**src/hdl/isa_pkg.sv**
```systemverilog
package isa_pkg;

    typedef logic [4:0] reg_addr_t;
    typedef logic [5:0] opcode_t;
    typedef logic [5:0] funct_t;

    // ***********************************************************
    // instruction word views
    // ***********************************************************
    typedef struct packed {
        opcode_t   op;
        reg_addr_t rs;
        reg_addr_t rt;
        reg_addr_t rd;
        logic [4:0] sa;
        funct_t    funct;
    } r_fmt_t;

    typedef struct packed {
        opcode_t     op;
        reg_addr_t   rs;
        reg_addr_t   rt;
        logic [15:0] imm;    // immediate or branch offset
    } i_fmt_t;

    typedef struct packed {
        opcode_t     op;
        logic [25:0] target; // word index inside the 256 MB region
    } j_fmt_t;

    typedef union packed {
        r_fmt_t r;
        i_fmt_t i;
        j_fmt_t j;
    } inst_word_u;

    // ***********************************************************
    // opcodes
    // ***********************************************************
    localparam opcode_t OP_SPECIAL = 6'h00;
    localparam opcode_t OP_REGIMM  = 6'h01;
    localparam opcode_t OP_J       = 6'h02;
    localparam opcode_t OP_JAL     = 6'h03;
    localparam opcode_t OP_BEQ     = 6'h04;
    localparam opcode_t OP_BNE     = 6'h05;
    localparam opcode_t OP_BLEZ    = 6'h06;
    localparam opcode_t OP_BGTZ    = 6'h07;
    localparam opcode_t OP_ADDI    = 6'h08;
    localparam opcode_t OP_ADDIU   = 6'h09;
    localparam opcode_t OP_SLTI    = 6'h0a;
    localparam opcode_t OP_SLTIU   = 6'h0b;
    localparam opcode_t OP_ANDI    = 6'h0c;
    localparam opcode_t OP_ORI     = 6'h0d;
    localparam opcode_t OP_XORI    = 6'h0e;
    localparam opcode_t OP_LUI     = 6'h0f;
    localparam opcode_t OP_LW      = 6'h23;
    localparam opcode_t OP_SW      = 6'h2b;

    // function codes under OP_SPECIAL
    localparam funct_t FN_SLL  = 6'h00;
    localparam funct_t FN_SRL  = 6'h02;
    localparam funct_t FN_SRA  = 6'h03;
    localparam funct_t FN_SLLV = 6'h04;
    localparam funct_t FN_SRLV = 6'h06;
    localparam funct_t FN_SRAV = 6'h07;
    localparam funct_t FN_JR   = 6'h08;
    localparam funct_t FN_JALR = 6'h09;
    localparam funct_t FN_ADD  = 6'h20;
    localparam funct_t FN_ADDU = 6'h21;
    localparam funct_t FN_SUB  = 6'h22;
    localparam funct_t FN_SUBU = 6'h23;
    localparam funct_t FN_AND  = 6'h24;
    localparam funct_t FN_OR   = 6'h25;
    localparam funct_t FN_XOR  = 6'h26;
    localparam funct_t FN_NOR  = 6'h27;
    localparam funct_t FN_SLT  = 6'h2a;
    localparam funct_t FN_SLTU = 6'h2b;

    // rt selects the branch under OP_REGIMM
    localparam reg_addr_t RT_BLTZ   = 5'd0;
    localparam reg_addr_t RT_BGEZ   = 5'd1;
    localparam reg_addr_t RT_BLTZAL = 5'd16;
    localparam reg_addr_t RT_BGEZAL = 5'd17;

    localparam reg_addr_t REG_LINK = 5'd31;

endpackage

```
**src/hdl/pipe_pkg.sv**
```systemverilog
package pipe_pkg;

    localparam int XLEN    = 32;
    localparam int ALU_OPS = 12;

    // one-hot alu class positions, add on top
    localparam int ALU_ADD  = 11;
    localparam int ALU_SUB  = 10;
    localparam int ALU_SLT  = 9;
    localparam int ALU_SLTU = 8;
    localparam int ALU_AND  = 7;
    localparam int ALU_NOR  = 6;
    localparam int ALU_OR   = 5;
    localparam int ALU_XOR  = 4;
    localparam int ALU_SLL  = 3;
    localparam int ALU_SRL  = 2;
    localparam int ALU_SRA  = 1;
    localparam int ALU_LUI  = 0;

    localparam logic [XLEN-1:0] LINK_OFFSET = 8; // return past the delay slot
    localparam logic [XLEN-1:0] INST_BYTES  = 4;

    // memory control is {load, store, word}
    localparam int MEM_CTRL_W = 3;
    localparam int MEM_LOAD   = 2;
    localparam int MEM_STORE  = 1;
    localparam int MEM_WORD   = 0;

endpackage
```
**src/hdl/dec_if.sv**
```systemverilog
`timescale 1ns/1ps

interface dec_if import pipe_pkg::*; ();

    logic [ALU_OPS-1:0] alu_class;               // one-hot, add not forced yet
    logic imm_zero, imm_sign, shf_sa;
    logic j_link, jr, j_abs;
    logic br_eq, br_ne, br_gez, br_gtz, br_lez, br_ltz;
    logic is_jbr;
    logic no_rs, no_rt;                         // field is not a source register
    logic wdest_rt, wdest_31, wdest_rd;
    logic load, store;

    modport decoder (
        output alu_class, imm_zero, imm_sign, shf_sa,
        output j_link, jr, j_abs,
        output br_eq, br_ne, br_gez, br_gtz, br_lez, br_ltz,
        output is_jbr, no_rs, no_rt,
        output wdest_rt, wdest_31, wdest_rd, load, store
    );

    modport branch (
        input jr, j_abs, br_eq, br_ne, br_gez, br_gtz, br_lez, br_ltz
    );

    modport hazard (input no_rs, no_rt, is_jbr);

    modport exe (
        input alu_class, imm_zero, imm_sign, shf_sa, j_link,
        input wdest_rt, wdest_31, wdest_rd, load, store
    );

endinterface

```
**src/hdl/branch_unit.sv**
```systemverilog
`timescale 1ns/1ps

module branch_unit import isa_pkg::*; import pipe_pkg::*; (
    input  logic [XLEN-1:0] pc,
    input  inst_word_u      inst,
    input  logic [XLEN-1:0] rs_value,
    input  logic [XLEN-1:0] rt_value,
    input  logic            id_over,
    dec_if.branch           dec,
    output logic            jbr_taken,
    output logic [XLEN-1:0] jbr_target
);

    logic [XLEN-1:0] bd_pc;                     // delay slot pc
    logic [XLEN-1:0] j_target, br_target;
    logic            j_taken, br_taken;
    logic            rs_eq_rt, rs_ez, rs_ltz;

    assign bd_pc = pc + INST_BYTES;

    // ***********************************************************
    // unconditional jumps
    // ***********************************************************
    assign j_taken  = dec.jr | dec.j_abs;
    assign j_target = dec.jr ? rs_value
                             : {bd_pc[XLEN-1:XLEN-4], inst.j.target, 2'b00};

    // ***********************************************************
    // conditional branches
    // ***********************************************************
    assign rs_eq_rt = (rs_value == rt_value);
    assign rs_ez    = (rs_value == '0);
    assign rs_ltz   = rs_value[XLEN-1];

    assign br_taken = dec.br_eq  &  rs_eq_rt
                    | dec.br_ne  & ~rs_eq_rt
                    | dec.br_gez & ~rs_ltz
                    | dec.br_gtz & ~rs_ltz & ~rs_ez
                    | dec.br_lez & (rs_ltz | rs_ez)
                    | dec.br_ltz &  rs_ltz;

    assign br_target = bd_pc + {{(XLEN-18){inst.i.imm[15]}}, inst.i.imm, 2'b00};

    assign jbr_taken  = (j_taken | br_taken) & id_over;
    assign jbr_target = j_taken ? j_target : br_target;

endmodule

```
**src/hdl/decode_top.sv**
```systemverilog
`timescale 1ns/1ps

module decode_top import isa_pkg::*; import pipe_pkg::*; (
    input  logic                  clk,
    input  logic                  arst_n,
    input  logic                  in_valid,
    input  logic [XLEN-1:0]       in_pc,
    input  logic [XLEN-1:0]       in_inst,
    input  logic [XLEN-1:0]       rs_value,
    input  logic [XLEN-1:0]       rt_value,
    input  reg_addr_t             exe_wdest,
    input  reg_addr_t             mem_wdest,
    input  reg_addr_t             wb_wdest,
    input  logic                  if_over,
    output logic                  in_ready,
    output reg_addr_t             rs,
    output reg_addr_t             rt,
    output logic                  id_over,
    output logic                  rs_wait,
    output logic                  rt_wait,
    output logic                  jbr_taken,
    output logic [XLEN-1:0]       jbr_target,
    output logic [ALU_OPS-1:0]    alu_control,
    output logic [XLEN-1:0]       alu_operand1,
    output logic [XLEN-1:0]       alu_operand2,
    output logic [XLEN-1:0]       store_data,
    output logic                  check_overflow,
    output logic [MEM_CTRL_W-1:0] mem_control,
    output logic                  rf_wen,
    output reg_addr_t             rf_wdest
);

    localparam int N_WB_STAGES = 3;             // exe, mem, wb

    logic                        valid;
    logic [XLEN-1:0]             pc;
    inst_word_u                  inst;
    reg_addr_t [N_WB_STAGES-1:0] later_wdest;

    dec_if dec ();

    assign later_wdest = {exe_wdest, mem_wdest, wb_wdest};
    assign rs          = inst.r.rs;             // register file read addresses
    assign rt          = inst.r.rt;

    id_stage_reg #(.PC_W(XLEN)) u_stage_reg (
        .clk      (clk),
        .arst_n   (arst_n),
        .in_valid (in_valid),
        .in_pc    (in_pc),
        .in_inst  (in_inst),
        .id_over  (id_over),
        .in_ready (in_ready),
        .valid    (valid),
        .pc       (pc),
        .inst     (inst)
    );

    inst_decoder u_decoder (
        .inst (inst),
        .dec  (dec.decoder)
    );

    issue_ctrl #(.N_WB_STAGES(N_WB_STAGES)) u_issue (
        .valid   (valid),
        .if_over (if_over),
        .inst    (inst),
        .wdest   (later_wdest),
        .dec     (dec.hazard),
        .rs_wait (rs_wait),
        .rt_wait (rt_wait),
        .id_over (id_over)
    );

    branch_unit u_branch (
        .pc         (pc),
        .inst       (inst),
        .rs_value   (rs_value),
        .rt_value   (rt_value),
        .id_over    (id_over),
        .dec        (dec.branch),
        .jbr_taken  (jbr_taken),
        .jbr_target (jbr_target)
    );

    exe_ctrl_gen u_exe_ctrl (
        .pc             (pc),
        .inst           (inst),
        .rs_value       (rs_value),
        .rt_value       (rt_value),
        .dec            (dec.exe),
        .alu_control    (alu_control),
        .alu_operand1   (alu_operand1),
        .alu_operand2   (alu_operand2),
        .store_data     (store_data),
        .check_overflow (check_overflow),
        .mem_control    (mem_control),
        .rf_wen         (rf_wen),
        .rf_wdest       (rf_wdest)
    );

endmodule

```
**src/hdl/exe_ctrl_gen.sv**
```systemverilog
`timescale 1ns/1ps

module exe_ctrl_gen import isa_pkg::*; import pipe_pkg::*; (
    input  logic [XLEN-1:0]       pc,
    input  inst_word_u            inst,
    input  logic [XLEN-1:0]       rs_value,
    input  logic [XLEN-1:0]       rt_value,
    dec_if.exe                    dec,
    output logic [ALU_OPS-1:0]    alu_control,
    output logic [XLEN-1:0]       alu_operand1,
    output logic [XLEN-1:0]       alu_operand2,
    output logic [XLEN-1:0]       store_data,
    output logic                  check_overflow,
    output logic [MEM_CTRL_W-1:0] mem_control,
    output logic                  rf_wen,
    output reg_addr_t             rf_wdest
);

    logic force_add;

    assign force_add = dec.load | dec.store | dec.j_link; // address or pc + 8

    always_comb begin
        alu_control          = dec.alu_class;
        alu_control[ALU_ADD] = dec.alu_class[ALU_ADD] | force_add;
    end

    // link writes pc + 8, the return point past the delay slot
    assign alu_operand1 = dec.j_link   ? pc
                        : dec.shf_sa   ? {{(XLEN-5){1'b0}}, inst.r.sa}
                        : rs_value;
    assign alu_operand2 = dec.j_link   ? LINK_OFFSET
                        : dec.imm_zero ? {{(XLEN-16){1'b0}}, inst.i.imm}
                        : dec.imm_sign ? {{(XLEN-16){inst.i.imm[15]}}, inst.i.imm}
                        : rt_value;

    // only the trapping add and sub forms
    assign check_overflow = dec.alu_class[ALU_ADD] & (inst.i.op == OP_ADDI)
                          | dec.alu_class[ALU_ADD] & (inst.r.op == OP_SPECIAL)
                                                   & (inst.r.funct == FN_ADD)
                          | dec.alu_class[ALU_SUB] & (inst.r.funct == FN_SUB);

    assign mem_control[MEM_LOAD]  = dec.load;
    assign mem_control[MEM_STORE] = dec.store;
    assign mem_control[MEM_WORD]  = dec.load | dec.store; // only word accesses kept
    assign store_data             = rt_value;

    assign rf_wen   = dec.wdest_rt | dec.wdest_31 | dec.wdest_rd;
    assign rf_wdest = dec.wdest_rt ? inst.i.rt
                    : dec.wdest_31 ? REG_LINK
                    : dec.wdest_rd ? inst.r.rd
                    : 5'd0;                  // 0 keeps hazard compares quiet

endmodule

```
**src/hdl/id_stage_reg.sv**
```systemverilog
`timescale 1ns/1ps

module id_stage_reg import isa_pkg::*; #(
    parameter int PC_W = 32
) (
    input  logic            clk,
    input  logic            arst_n,
    input  logic            in_valid,
    input  logic [PC_W-1:0] in_pc,
    input  logic [PC_W-1:0] in_inst,
    input  logic            id_over,
    output logic            in_ready,
    output logic            valid,
    output logic [PC_W-1:0] pc,
    output inst_word_u      inst
);

    assign in_ready = ~valid | id_over; // empty, or the held one leaves now

    always_ff @(posedge clk or negedge arst_n) begin
        if (!arst_n) begin
            valid <= 1'b0;
            pc    <= '0;
            inst  <= '0;                   // decodes as sll r0, harmless
        end else if (in_valid && in_ready) begin
            valid <= 1'b1;
            pc    <= in_pc;
            inst  <= in_inst;
        end else if (id_over) begin
            valid <= 1'b0;
        end
    end

    // a stalled instruction must stay put until it completes
    a_hold_stalled: assert property (@(posedge clk) disable iff (!arst_n)
        valid && !id_over |=> $stable(pc) && $stable(inst));

endmodule

```
**src/hdl/inst_decoder.sv**
```systemverilog
`timescale 1ns/1ps

module inst_decoder import isa_pkg::*; import pipe_pkg::*; (
    input  inst_word_u    inst,
    dec_if.decoder        dec
);

    logic op_zero, sa_zero, rs_zero, rt_zero, rd_zero, r_plain;
    logic i_add, i_addu, i_sub, i_subu, i_slt, i_sltu;
    logic i_and, i_nor, i_or, i_xor;
    logic i_sll, i_srl, i_sra, i_sllv, i_srlv, i_srav;
    logic i_jr, i_jalr;
    logic i_addi, i_addiu, i_slti, i_sltiu, i_andi, i_ori, i_xori, i_lui;
    logic i_lw, i_sw;
    logic i_beq, i_bne, i_bgez, i_bgtz, i_blez, i_bltz, i_bgezal, i_bltzal;
    logic i_j, i_jal;

    assign op_zero = (inst.r.op == OP_SPECIAL);
    assign sa_zero = (inst.r.sa == '0);
    assign rs_zero = (inst.r.rs == '0);
    assign rt_zero = (inst.r.rt == '0);
    assign rd_zero = (inst.r.rd == '0);
    assign r_plain = op_zero & sa_zero;         // register forms with sa unused

    // ***********************************************************
    // register format
    // ***********************************************************
    assign i_add  = r_plain & (inst.r.funct == FN_ADD);
    assign i_addu = r_plain & (inst.r.funct == FN_ADDU);
    assign i_sub  = r_plain & (inst.r.funct == FN_SUB);
    assign i_subu = r_plain & (inst.r.funct == FN_SUBU);
    assign i_slt  = r_plain & (inst.r.funct == FN_SLT);
    assign i_sltu = r_plain & (inst.r.funct == FN_SLTU);
    assign i_and  = r_plain & (inst.r.funct == FN_AND);
    assign i_nor  = r_plain & (inst.r.funct == FN_NOR);
    assign i_or   = r_plain & (inst.r.funct == FN_OR);
    assign i_xor  = r_plain & (inst.r.funct == FN_XOR);
    assign i_sllv = r_plain & (inst.r.funct == FN_SLLV);
    assign i_srlv = r_plain & (inst.r.funct == FN_SRLV);
    assign i_srav = r_plain & (inst.r.funct == FN_SRAV);
    assign i_sll  = op_zero & rs_zero & (inst.r.funct == FN_SLL); // sa holds the shift
    assign i_srl  = op_zero & rs_zero & (inst.r.funct == FN_SRL);
    assign i_sra  = op_zero & rs_zero & (inst.r.funct == FN_SRA);
    assign i_jr   = r_plain & rt_zero & rd_zero & (inst.r.funct == FN_JR);
    assign i_jalr = r_plain & rt_zero & (inst.r.rd == REG_LINK)
                  & (inst.r.funct == FN_JALR);

    // ***********************************************************
    // immediate and jump formats
    // ***********************************************************
    assign i_addi   = (inst.i.op == OP_ADDI);
    assign i_addiu  = (inst.i.op == OP_ADDIU);
    assign i_slti   = (inst.i.op == OP_SLTI);
    assign i_sltiu  = (inst.i.op == OP_SLTIU);
    assign i_andi   = (inst.i.op == OP_ANDI);
    assign i_ori    = (inst.i.op == OP_ORI);
    assign i_xori   = (inst.i.op == OP_XORI);
    assign i_lui    = (inst.i.op == OP_LUI) & rs_zero;
    assign i_lw     = (inst.i.op == OP_LW);
    assign i_sw     = (inst.i.op == OP_SW);
    assign i_beq    = (inst.i.op == OP_BEQ);
    assign i_bne    = (inst.i.op == OP_BNE);
    assign i_bgtz   = (inst.i.op == OP_BGTZ) & rt_zero;
    assign i_blez   = (inst.i.op == OP_BLEZ) & rt_zero;
    assign i_bltz   = (inst.i.op == OP_REGIMM) & (inst.i.rt == RT_BLTZ);
    assign i_bgez   = (inst.i.op == OP_REGIMM) & (inst.i.rt == RT_BGEZ);
    assign i_bltzal = (inst.i.op == OP_REGIMM) & (inst.i.rt == RT_BLTZAL);
    assign i_bgezal = (inst.i.op == OP_REGIMM) & (inst.i.rt == RT_BGEZAL);
    assign i_j      = (inst.j.op == OP_J);
    assign i_jal    = (inst.j.op == OP_JAL);

    // alu classes, loads, stores and links get add forced later
    assign dec.alu_class[ALU_ADD]  = i_add | i_addu | i_addi | i_addiu;
    assign dec.alu_class[ALU_SUB]  = i_sub | i_subu;
    assign dec.alu_class[ALU_SLT]  = i_slt | i_slti;
    assign dec.alu_class[ALU_SLTU] = i_sltu | i_sltiu;
    assign dec.alu_class[ALU_AND]  = i_and | i_andi;
    assign dec.alu_class[ALU_NOR]  = i_nor;
    assign dec.alu_class[ALU_OR]   = i_or | i_ori;
    assign dec.alu_class[ALU_XOR]  = i_xor | i_xori;
    assign dec.alu_class[ALU_SLL]  = i_sll | i_sllv;
    assign dec.alu_class[ALU_SRL]  = i_srl | i_srlv;
    assign dec.alu_class[ALU_SRA]  = i_sra | i_srav;
    assign dec.alu_class[ALU_LUI]  = i_lui;

    assign dec.shf_sa   = i_sll | i_srl | i_sra;
    assign dec.load     = i_lw;
    assign dec.store    = i_sw;
    assign dec.imm_zero = i_andi | i_ori | i_xori | i_lui;
    assign dec.imm_sign = i_addi | i_addiu | i_slti | i_sltiu | i_lw | i_sw;

    assign dec.jr     = i_jr | i_jalr;
    assign dec.j_abs  = i_j | i_jal;
    assign dec.j_link = i_jal | i_jalr | i_bltzal | i_bgezal;
    assign dec.br_eq  = i_beq;
    assign dec.br_ne  = i_bne;
    assign dec.br_gez = i_bgez | i_bgezal;
    assign dec.br_gtz = i_bgtz;
    assign dec.br_lez = i_blez;
    assign dec.br_ltz = i_bltz | i_bltzal;
    assign dec.is_jbr = dec.jr | dec.j_abs | dec.br_eq | dec.br_ne | dec.br_gez
                      | dec.br_gtz | dec.br_lez | dec.br_ltz;

    assign dec.no_rs = i_j | i_jal;             // rs bits belong to the target
    assign dec.no_rt = i_addi | i_addiu | i_slti | i_sltiu | i_lw | dec.imm_zero
                     | dec.j_abs | dec.br_gez | dec.br_ltz;

    assign dec.wdest_rt = dec.imm_zero | i_addi | i_addiu | i_slti | i_sltiu | i_lw;
    assign dec.wdest_31 = i_jal | i_bltzal | i_bgezal;
    assign dec.wdest_rd = i_add | i_addu | i_sub | i_subu | i_slt | i_sltu
                        | i_and | i_nor | i_or | i_xor | i_jalr
                        | i_sll | i_srl | i_sra | i_sllv | i_srlv | i_srav;

    a_class_onehot: assert final ($onehot0(dec.alu_class));

endmodule

```
**src/hdl/issue_ctrl.sv**
```systemverilog
`timescale 1ns/1ps

module issue_ctrl import isa_pkg::*; #(
    parameter int N_WB_STAGES = 3
) (
    input  logic                            valid,
    input  logic                            if_over,
    input  inst_word_u                      inst,
    input  reg_addr_t [N_WB_STAGES-1:0]     wdest,   // 0 means no write
    dec_if.hazard                           dec,
    output logic                            rs_wait,
    output logic                            rt_wait,
    output logic                            id_over
);

    logic rs_hit, rt_hit;

    always_comb begin
        rs_hit = 1'b0;
        rt_hit = 1'b0;
        for (int k = 0; k < N_WB_STAGES; k++) begin
            rs_hit = rs_hit | (inst.r.rs == wdest[k]);
            rt_hit = rt_hit | (inst.r.rt == wdest[k]);
        end
    end

    assign rs_wait = ~dec.no_rs & (inst.r.rs != '0) & rs_hit;
    assign rt_wait = ~dec.no_rt & (inst.r.rt != '0) & rt_hit;

    // a jump must not finish before fetch can take its target
    assign id_over = valid & ~rs_wait & ~rt_wait & (~dec.is_jbr | if_over);

    a_no_over_on_wait: assert final (!(id_over && (rs_wait || rt_wait)));

endmodule

```
**config.mk**
```make
export PLATFORM = sky130hd
export DESIGN_NAME = decode_top
export DESIGN_NICKNAME = d
export VERILOG_FILES = /design/src/hdl/isa_pkg.sv /design/src/hdl/pipe_pkg.sv /design/src/hdl/dec_if.sv /design/src/hdl/branch_unit.sv /design/src/hdl/decode_top.sv /design/src/hdl/exe_ctrl_gen.sv /design/src/hdl/id_stage_reg.sv /design/src/hdl/inst_decoder.sv /design/src/hdl/issue_ctrl.sv
export SDC_FILE = /design/constraint.sdc
export NUM_CORES = 1
export LEC_CHECK = 0
export ABC_AREA = 1
export ABC_CLOCK_PERIOD_IN_PS = 2900
export BUFFER_PORTS_ARGS = -buffer_cell sky130_fd_sc_hd__buf_2
export CAP_MARGIN = 20
export CORE_ASPECT_RATIO = 0.8
export CORE_UTILIZATION = 42
export DETAILED_ROUTE_END_ITERATION = 8
export PLACE_DENSITY = 0.72
export SLEW_MARGIN = 20
export SYNTH_ARGS = -nofsm -noshare
export SYNTH_HDL_FRONTEND = slang
export SYNTH_SLANG_ARGS = --single-unit
```
**constraint.sdc**
```tcl
create_clock -name clk -period 2.9 [get_ports clk]
set_input_delay 0 -clock clk [delete_from_list [all_inputs] [get_ports clk]]
set_output_delay 0 -clock clk [all_outputs]
set_load 0.05 [all_outputs]
```
==> impl_metrics.toml, run 1 <==
[status]
status = "complete, but fails checks"
violations = "negative setup slack"

[timing]
drv_slew = 0
timing.fmax_mhz = 278
grt_setup_unrepaired = "true"
maxSlewHeadroom_pct = 33.9
hold_viol_final = 0
fin_tns_setup_ps = -12440
setup_viol = 26
timing.final.crit_share_pct = 124
tightest_slew_ps = 992
fin_ws_ps = -696
post-route-min-period_ps = 3600
clock_skew_ps = 7.86
hold_ws_ps = 152

[cts]
clockRootBuffer = "clkbuf_16"
clock_latency_ps = 360
clk_path_buf_depth = 2
htreeDepth = 3
clock-sinks = 65
cts_tree = "yes"
cts_made_buffers = 9
clk_pin_slew_ps = 60

[drt]
first_pass_iters = 6
antenna_left = 0
drtIter0Drc = 1503
routed_wl_um = 44800
viasPerCell = 5.62
drc = 0
routedWlPerCell_um = 19.4
dr_total_vias = 12900

[cells_and_area]
nets = 2210
multi_input_area_um2 = 7350
seq_area_um2 = 1630
layout-drive-gt1-share_pct = 42.7
postLayoutCellArea_um2 = 15100
n_fill_cell = 1541
utilization_pct = 75.2
syn2layout_area_growth_pct = 73.9

[critical_path]
path_cells = "buf_6 > inv_4 > nor3_4 > nand2_2 > nor2_4 > nand2_2 > nor2_4 > nand2_2 > buf_4 > xnor2_4 > ha_4 > nand2_2 > nor2_2 > inv_1 > o21ai_1 > a21oi_4 > nand3_2 > nand2_2 > o21ai_4 > buf_12"
slowest_stage = "dfrtp_1"
arrival_ps = 3600
path_common_cell = "nand2_2"
critPathKind = "flop to primary output"
cp_slowest_stage_delay_ps = 430
start_kind = "flop"
r2r_start = "u_stage_reg.inst[21]$_DFFE_PN0P_"
crit_required_ps = 2900
crit_fanout = 4
crit_start = "u_stage_reg.pc[3]$_DFFE_PN0P_"
crit_path_end_kind = "primary output"
rrSetupSlack_ps = 340

[synth]
synthSimpleGateAreaFrac_pct = 40.2
syn_avg_cell_area_um2 = 5.75
yosysWarningCount = 0
synth_edf_count = 0
synthAdderAreaFrac_pct = 4.57
synthFlopType = "dfrtp_1"
ys_types = 46
synth_fp_nets = 1684
async_reset_ff_share_pct = 100
syn_area_um2 = 8660
seq_area_frac_synth_pct = 18.8
muxShareOfSynthArea_pct = 0
synth-seq-cells = 65
synth_cells = 1506
synth-xor-area-share_pct = 5.46
synth_compound_area_share_pct = 15.3
synth_top_family_by_area = "simple AND/OR/NAND/NOR gates"

[grt]
grt_overflow = 0
grt_pass1_wl_um = 63000
grt_max_degree = 62
grt_usage_pct = 38.9
antenna_found_initial = 4
first_global_vias = 11500

[place]
placed_area_um2 = 11900
gp_congestion = 1.01
numPortBuffers = 311
hpwl_um = 32800

[hold_path]
hold_path_startpoint = "in_valid"
hold_path_class = "input pin to flop"

[floorplan]
start_util_pct = 43.2
dieArea_um2 = 21200
core_um2 = 20000
rows = 46
io_pins = 312
die_h_um = 130
die_w_um = 163

[flow_run]
max-cap-violations = 0
placed cells by master (no fill, tap or decap), types with 18 or more instances in the layout:
cell	count
a21oi_1	52
a21oi_2	18
buf_12	29
buf_2	271
buf_4	197
buf_6	42
dfrtp_1	62
dlygate4sd3_1	65
ha_4	19
inv_1	165
inv_2	27
nand2_1	397
nand2_2	46
nand2_4	23
nand3_1	134
nor2_1	69
nor2_2	22
nor2_4	33
o21ai_0	47
o22ai_1	21
xnor2_1	21
xor2_1	25
layout make-up:
| class | count | share of cell area, % |
|---|---|---|
| clock inverters | 5 | 0.515 |
| diodes | 2 | 0.0332 |
| flip-flops and latches | 65 | 10.8 |
| inverters | 205 | 5.27 |
| repair buffers | 609 | 30.6 |
| clock buffers | 11 | 1.68 |
| multi-input cells | 1140 | 48.8 |
| well taps | 264 | 2.19 |
| repair inverters | 2 | 0.0997 |
per-layer routing:
layer / up-vias / track usage (%) / part of all wire (%)
met3: 175 / 6.19 / 11
met4: 4 / 13.6 / 4.7
met2: 900 / 63.6 / 45
met1: 5946 / 52.3 / 39
li1: 5908 / - / -
met5: - / 0 / 0.049
registers in the layout, indices dropped and copies added, names as in the netlist:
name,count
u_stage_reg.inst,32
u_stage_reg.valid,1
u_stage_reg.pc,32
synth_stat cells, types with 5 or more instances:
cell / count / area (um^2)
nand2_1: 466 / 1750
inv_1: 197 / 739
nand3_1: 157 / 786
nor2_1: 121 / 454
a21oi_1: 85 / 425
o21ai_0: 80 / 400
dfrtp_1: 65 / 1630
buf_4: 46 / 345
clkbuf_1: 33 / 124
ha_1: 30 / 375
xor2_1: 30 / 263
xnor2_1: 24 / 210
nor3_1: 23 / 115
o22ai_1: 21 / 131
nand4_1: 17 / 106
nor4_1: 14 / 87.6
a22oi_1: 13 / 97.6
buf_2: 11 / 55.1
or2_2: 10 / 62.6
buf_6: 6 / 67.6
o221ai_1: 6 / 52.6
clkinv_1: 5 / 18.8
o211ai_1: 5 / 37.5
o21bai_1: 5 / 37.5
path summary, 6_finish.rpt:
check	end	cells past startpoint
setup / recovery	jbr_target[27]	20
hold / removal	u_stage_reg.inst[28]$_DFFE_PN0P_	3
setup reg to reg	u_stage_reg.inst[16]$_DFFE_PN0P_	15
hold reg to reg	u_stage_reg.pc[0]$_DFFE_PN0P_	2
max in group asynchronous	u_stage_reg.pc[2]$_DFFE_PN0P_	3
min in group asynchronous	u_stage_reg.inst[30]$_DFFE_PN0P_	2
worst max-delay path, delay by kind of cell, from the launching register on:
family          cells  cell delay [ps]
compound gates      3              650
xor+xnor            1              130
fa+ha+maj           1              310
buf+inv             5              590
flops               1              430
simple gates       10             1120
cells by family (layout without fill, tap and decap cells):
kind of cell / Yosys count / in the layout
other cells: 0 / 2
fa+ha+maj: 31 / 31
compound gates: 232 / 232
simple gates: 823 / 823
buf+inv: 301 / 832
flops: 65 / 65
xor+xnor: 54 / 54
metrics by stage:
| step | setup WS, ps | std cells |
|---|---|---|
| after global routing | -816 | 2303 |
| final | -696 | 2303 |
| after detailed placement | -480 | 2164 |
| after global placement | -385 | 2164 |
| after floorplan | -80.9 | 1506 |
| after CTS | -647 | 2273 |
timing repair:
item                                    4_1_cts  5_1_grt
endpoints found under the hold margin       101        0
pin swaps                                    56      141
buffers inserted                             29       34
endpoints found under the setup margin       35       73
cloned                                        0        3
hold buffers                                 65        0
resized for setup                           176      284
Power of run 1 is left out: the tool's default activity adds up to more than one toggle a clock period on the data nets, which glitch-free logic cannot reach.
==> run 2, diff against run 1 <==
ABC_CLOCK_PERIOD_IN_PS = 4350   (was 2900)
BUFFER_PORTS_ARGS = -buffer_cell sky130_fd_sc_hd__buf_4   (was -buffer_cell sky130_fd_sc_hd__buf_2)
PLACE_DENSITY = 0.69   (was 0.72)
clock period = 4.35 ns   (was 2.9 ns; I/O delays follow)
==> impl_metrics.toml, run 2 (synthesis gave the netlist of run 1 again) <==
[status]
status = "finished, final reports clean"

[place]
numPortBuffers = 311
gp_congestion = 0.969
hpwl_um = 32400

[cts]
clockRootBuffer = "clkbuf_16"
clk_path_buf_depth = 2
cts_made_buffers = 9
htreeDepth = 3
clock_latency_ps = 360
cts_tree = "yes"
clk_pin_slew_ps = 70
clock-sinks = 65

[cells_and_area]
nets = 1997
utilization_pct = 59.3
layout-drive-gt1-share_pct = 20.6
final_common_cell = "nand2_1"
syn2layout_area_growth_pct = 37.2
n_antenna_cell = 0
layout_common_cells = "465 x nand2_1, 331 x buf_4, 197 x inv_1"
largestRegisters = "u_stage_reg.inst x32, u_stage_reg.pc x32, u_stage_reg.valid x1"

[critical_path]
r2r_start = "u_stage_reg.inst[18]$_DFFE_PN0P_"
crit_required_ps = 4350
path_cells = "ha_1 > nand3_1 > nor2_1 > nand2_1 > nor3_1 > nand4_1 > nor2_1 > nand3_1 > xor2_1 > ha_1 > nand2_1 > nor2_1 > nor2_1 > a21boi_0 > nand3_1 > nand2_1 > nand2_1 > o21ai_0 > buf_4"
crit_fanout = 5
crit_start = "u_stage_reg.pc[2]$_DFFE_PN0P_"
critPathKind = "flop to primary output"
start_kind = "flop"
cp_slowest_stage_delay_ps = 400
slowest_stage = "dfrtp_1"
arrival_ps = 4130
crit_path_end_kind = "primary output"

[timing]
tightest_slew_ps = 916
drv_slew = 0
setup_viol = 0
timing.final.crit_share_pct = 94.9
grt_setup_unrepaired = "false"
post-route-min-period_ps = 4130
clock_skew_ps = 15.1
timing.fmax_mhz = 242
fin_tns_setup_ps = 0
hold_viol_final = 0
maxSlewHeadroom_pct = 38.9

[floorplan]
die_h_um = 130
start_util_pct = 43.2
dieArea_um2 = 21200
core_um2 = 20000
rows = 46
io_pins = 312
die_w_um = 163

[drt]
drtIter0Drc = 955
dr_total_vias = 11400
routed_wl_um = 40300
viasPerCell = 5.44
first_pass_iters = 6
routedWlPerCell_um = 19.3
antenna_left = 0
drc = 0

[grt]
antenna_found_initial = 0
grt_usage_pct = 37.3
grt_overflow = 0
grt_max_degree = 67
grt_pass1_wl_um = 59400
first_global_vias = 10400

[hold_path]
hold_path_startpoint = "in_valid"
hold_path_class = "input pin to flop"

[flow_run]
max-cap-violations = 0
==> run 2: path summary, 6_finish.rpt <==
| check | cells past startpoint | endpoint | slack (ps) |
|---|---|---|---|
| min | 3 | u_stage_reg.inst[27]$_DFFE_PN0P_ | 260 |
| max reg2reg | 14 | u_stage_reg.pc[23]$_DFFE_PN0P_ | 1380 |
| max in group asynchronous | 2 | u_stage_reg.pc[19]$_DFFE_PN0P_ | 3420 |
| min reg2reg | 2 | u_stage_reg.pc[1]$_DFFE_PN0P_ | 480 |
| min in group asynchronous | 2 | u_stage_reg.inst[28]$_DFFE_PN0P_ | 320 |
| max | 19 | jbr_target[25] | 220 |
==> run 2: stage by stage <==
stage | setup WS [ps] | instances | instance area [um^2] | hold slack, ps
global route | 3.71 | 2088 | 11900 | 265
floorplan | 549 | 1506 | 8660 | -296
detailed placement | 393 | 2007 | 10900 | 179
CTS | 41.2 | 2088 | 11900 | 231
finish | 223 | 2088 | 11900 | 256
global placement | 473 | 2007 | 10900 | 161
==> run 2: final cells by class <==
| class | count | area (um^2) |
|---|---|---|
| clock buffers | 9 | 225 |
| clock inverters | 7 | 56.3 |
| fillers | 2058 | 8150 |
| inverters | 205 | 769 |
| multi-input cells | 1140 | 5710 |
| flip-flops and latches | 65 | 1630 |
| well taps | 264 | 330 |
| repair buffers | 398 | 3170 |
==> run 2: layer usage <==
layer  wire, um  vias to the layer above  global-route usage, %
li1           -                     5479                      -
met5          0                        -                      0
met1      18000                     5208                   51.5
met3       3560                       80                   6.34
met2      17500                      602                   58.4
met4       1290                        0                   13.9
==> run 2: critical path, delay by kind of cell (launching register included) <==
family	cells	cell delay [ps]
compound gates	2	450
xor+xnor	1	150
fa+ha+maj	2	570
buf+inv	1	240
flops	1	400
simple gates	13	1950
==> run 2: repair_timing <==
| item | CTS | global route |
|---|---|---|
| endpoints found under the hold margin | 129 | 0 |
| endpoints found under the setup margin | 1 | 12 |
| resized for setup | 1 | 6 |
| hold buffers | 65 | 0 |
| setup buffers | 0 | 0 |
Power of run 2 is left out for the same reason.
==> run 3, diff against run 2 <==
==> constraint.sdc (replaced) <==
create_clock -name clk -period 4.35 [get_ports clk]
set_input_delay 0.435 -clock clk [delete_from_list [all_inputs] [get_ports clk]]
set_output_delay 0.435 -clock clk [all_outputs]
set_load 0.05 [all_outputs]
==> impl_metrics.toml, run 3 (synthesis gave the netlist of run 1 again) <==
[critical_path]
crit_path_end_kind = "primary output"
critPathKind = "flop to primary output"
crit_fanout = 5
cp_slowest_stage_delay_ps = 410
start_kind = "flop"
crit_start = "u_stage_reg.pc[5]$_DFFE_PN0P_"
arrival_ps = 3730
r2r_cells = 15
path_common_cell = "nand2_1"
path_cells = "inv_2 > nor4_4 > buf_4 > nand2_1 > nor2_1 > nand2_1 > nor2_2 > nand2_2 > nor2_4 > nand2_1 > nand2_1 > nand2_1 > ha_4 > nand2_1 > nor2_2 > inv_1 > nor2_2 > and3_1 > nand2_1 > nand3_1 > nand2_1 > o21ai_2 > buf_6"
r2r_start = "u_stage_reg.inst[18]$_DFFE_PN0P_"
crit_required_ps = 3910
slowest_stage = "dfrtp_2"
rrSetupSlack_ps = 1270

[place]
hpwl_um = 32500
dp_slack_ps = 192
gp_congestion = 0.981
numPortBuffers = 311

[floorplan]
start_util_pct = 43.2
die_h_um = 130
dieArea_um2 = 21200
core_um2 = 20000
die_w_um = 163
rows = 46
io_pins = 312

[drt]
drc = 0
first_pass_iters = 6
routed_wl_um = 40200
drtIter0Drc = 1143
viasPerCell = 5.50
antenna_left = 0
routedWlPerCell_um = 19.7
dr_total_vias = 11200

[hold_path]
hold_path_class = "input pin to asynchronous set/reset pin"

[timing]
tightest_slew_ps = 935
setup_viol = 0
fin_tns_setup_ps = 0
grt_setup_unrepaired = "true"
hold_viol_final = 0
clock_skew_ps = 14.2
timing.fmax_mhz = 240
drv_slew = 0
post-route-min-period_ps = 4170
fin_ws_ps = 182
hold_ws_ps = 209
maxSlewHeadroom_pct = 37.7
timing.final.crit_share_pct = 95.8

[cts]
clock-sinks = 65
cts_tree = "yes"
holdBufCountCts = 0
cts_made_buffers = 9
clock_latency_ps = 360
clk_pin_slew_ps = 70
clk_path_buf_depth = 2
clockRootBuffer = "clkbuf_16"
htreeDepth = 3

[cells_and_area]
n_antenna_cell = 0
nets = 1951
layout_common_cells = "459 x nand2_1, 348 x buf_4, 193 x inv_1"
syn2layout_area_growth_pct = 34.5
layout-drive-gt1-share_pct = 25.4
largestRegisters = "u_stage_reg.inst x32, u_stage_reg.pc x32, u_stage_reg.valid x1"
final_common_cell = "nand2_1"

[grt]
grt_usage_pct = 36.9
grt_overflow = 0
grt_pass1_wl_um = 58800
grt_max_degree = 66
first_global_vias = 10100
antenna_found_initial = 0

[flow_run]
max-cap-violations = 0

[status]
status = "finished, final reports clean"
[run 3: changes by cell type in the layout (fill, tap and decap cells not counted), sizes merged]
| cell | change |
|---|---|
| clkinv | +1 |
| clkbuf | +1 |
| dlygate4sd3 | -65 |
| bufinv | +1 |
| inv | -2 |
| clkinvlp | -1 |
| buf | +19 |
[run 3: final cells by class]
| type | count | area (um^2) |
|---|---|---|
| clock buffer | 10 | 239 |
| inverter | 205 | 769 |
| tap | 264 | 330 |
| clock inverter | 6 | 73.8 |
| sequential | 65 | 1630 |
| multi-input combinational | 1140 | 5940 |
| timing repair buffer | 352 | 2670 |
| fill | 2071 | 8380 |
[run 3: worst paths after layout]
path                                                   end
hold reg to reg              u_stage_reg.pc[1]$_DFFE_PN0P_
min in group clk             u_stage_reg.pc[5]$_DFFE_PN0P_
hold / removal             u_stage_reg.inst[1]$_DFFE_PN0P_
setup reg to reg             u_stage_reg.pc[2]$_DFFE_PN0P_
max in group asynchronous   u_stage_reg.pc[23]$_DFFE_PN0P_
setup / recovery                            jbr_target[27]
[run 3: per-stage QoR]
stage | cells | instance area [um^2] | util, %
floorplan | 1506 | 8660 | -
global placement | 2014 | 11000 | 54.8
detailed placement | 2014 | 11000 | 54.8
CTS | 2030 | 11300 | 56.5
global route | 2042 | 11600 | 58.1
finish | 2042 | 11600 | 58.1
[run 3: metal layers]
metal | vias up | global-route usage, % | wire [um]
li1 | 5376 | - | -
met1 | 5148 | 51.9 | 17900
met2 | 646 | 56.7 | 17300
met3 | 68 | 7.04 | 3820
met4 | 0 | 12.0 | 1140
met5 | - | 0 | 0
[run 3: worst max-delay path: cells and delay by family, from the launching register on]
kind / cells / cell delay (ps)
AOI/OAI and AO/OA: 1 / 230
adders and majority gates: 1 / 310
and+or+nand+nor: 17 / 1920
buffers and inverters: 4 / 500
DFF: 1 / 410
[run 3: what timing repair did]
action / in CTS / in global routing
resized for setup: 8 / 73
setup endpoints to repair: 6 / 18
pin swaps: 0 / 17
hold endpoints to repair: 0 / 0
buffers inserted: 0 / 12
Power of run 3 is left out for the same reason.
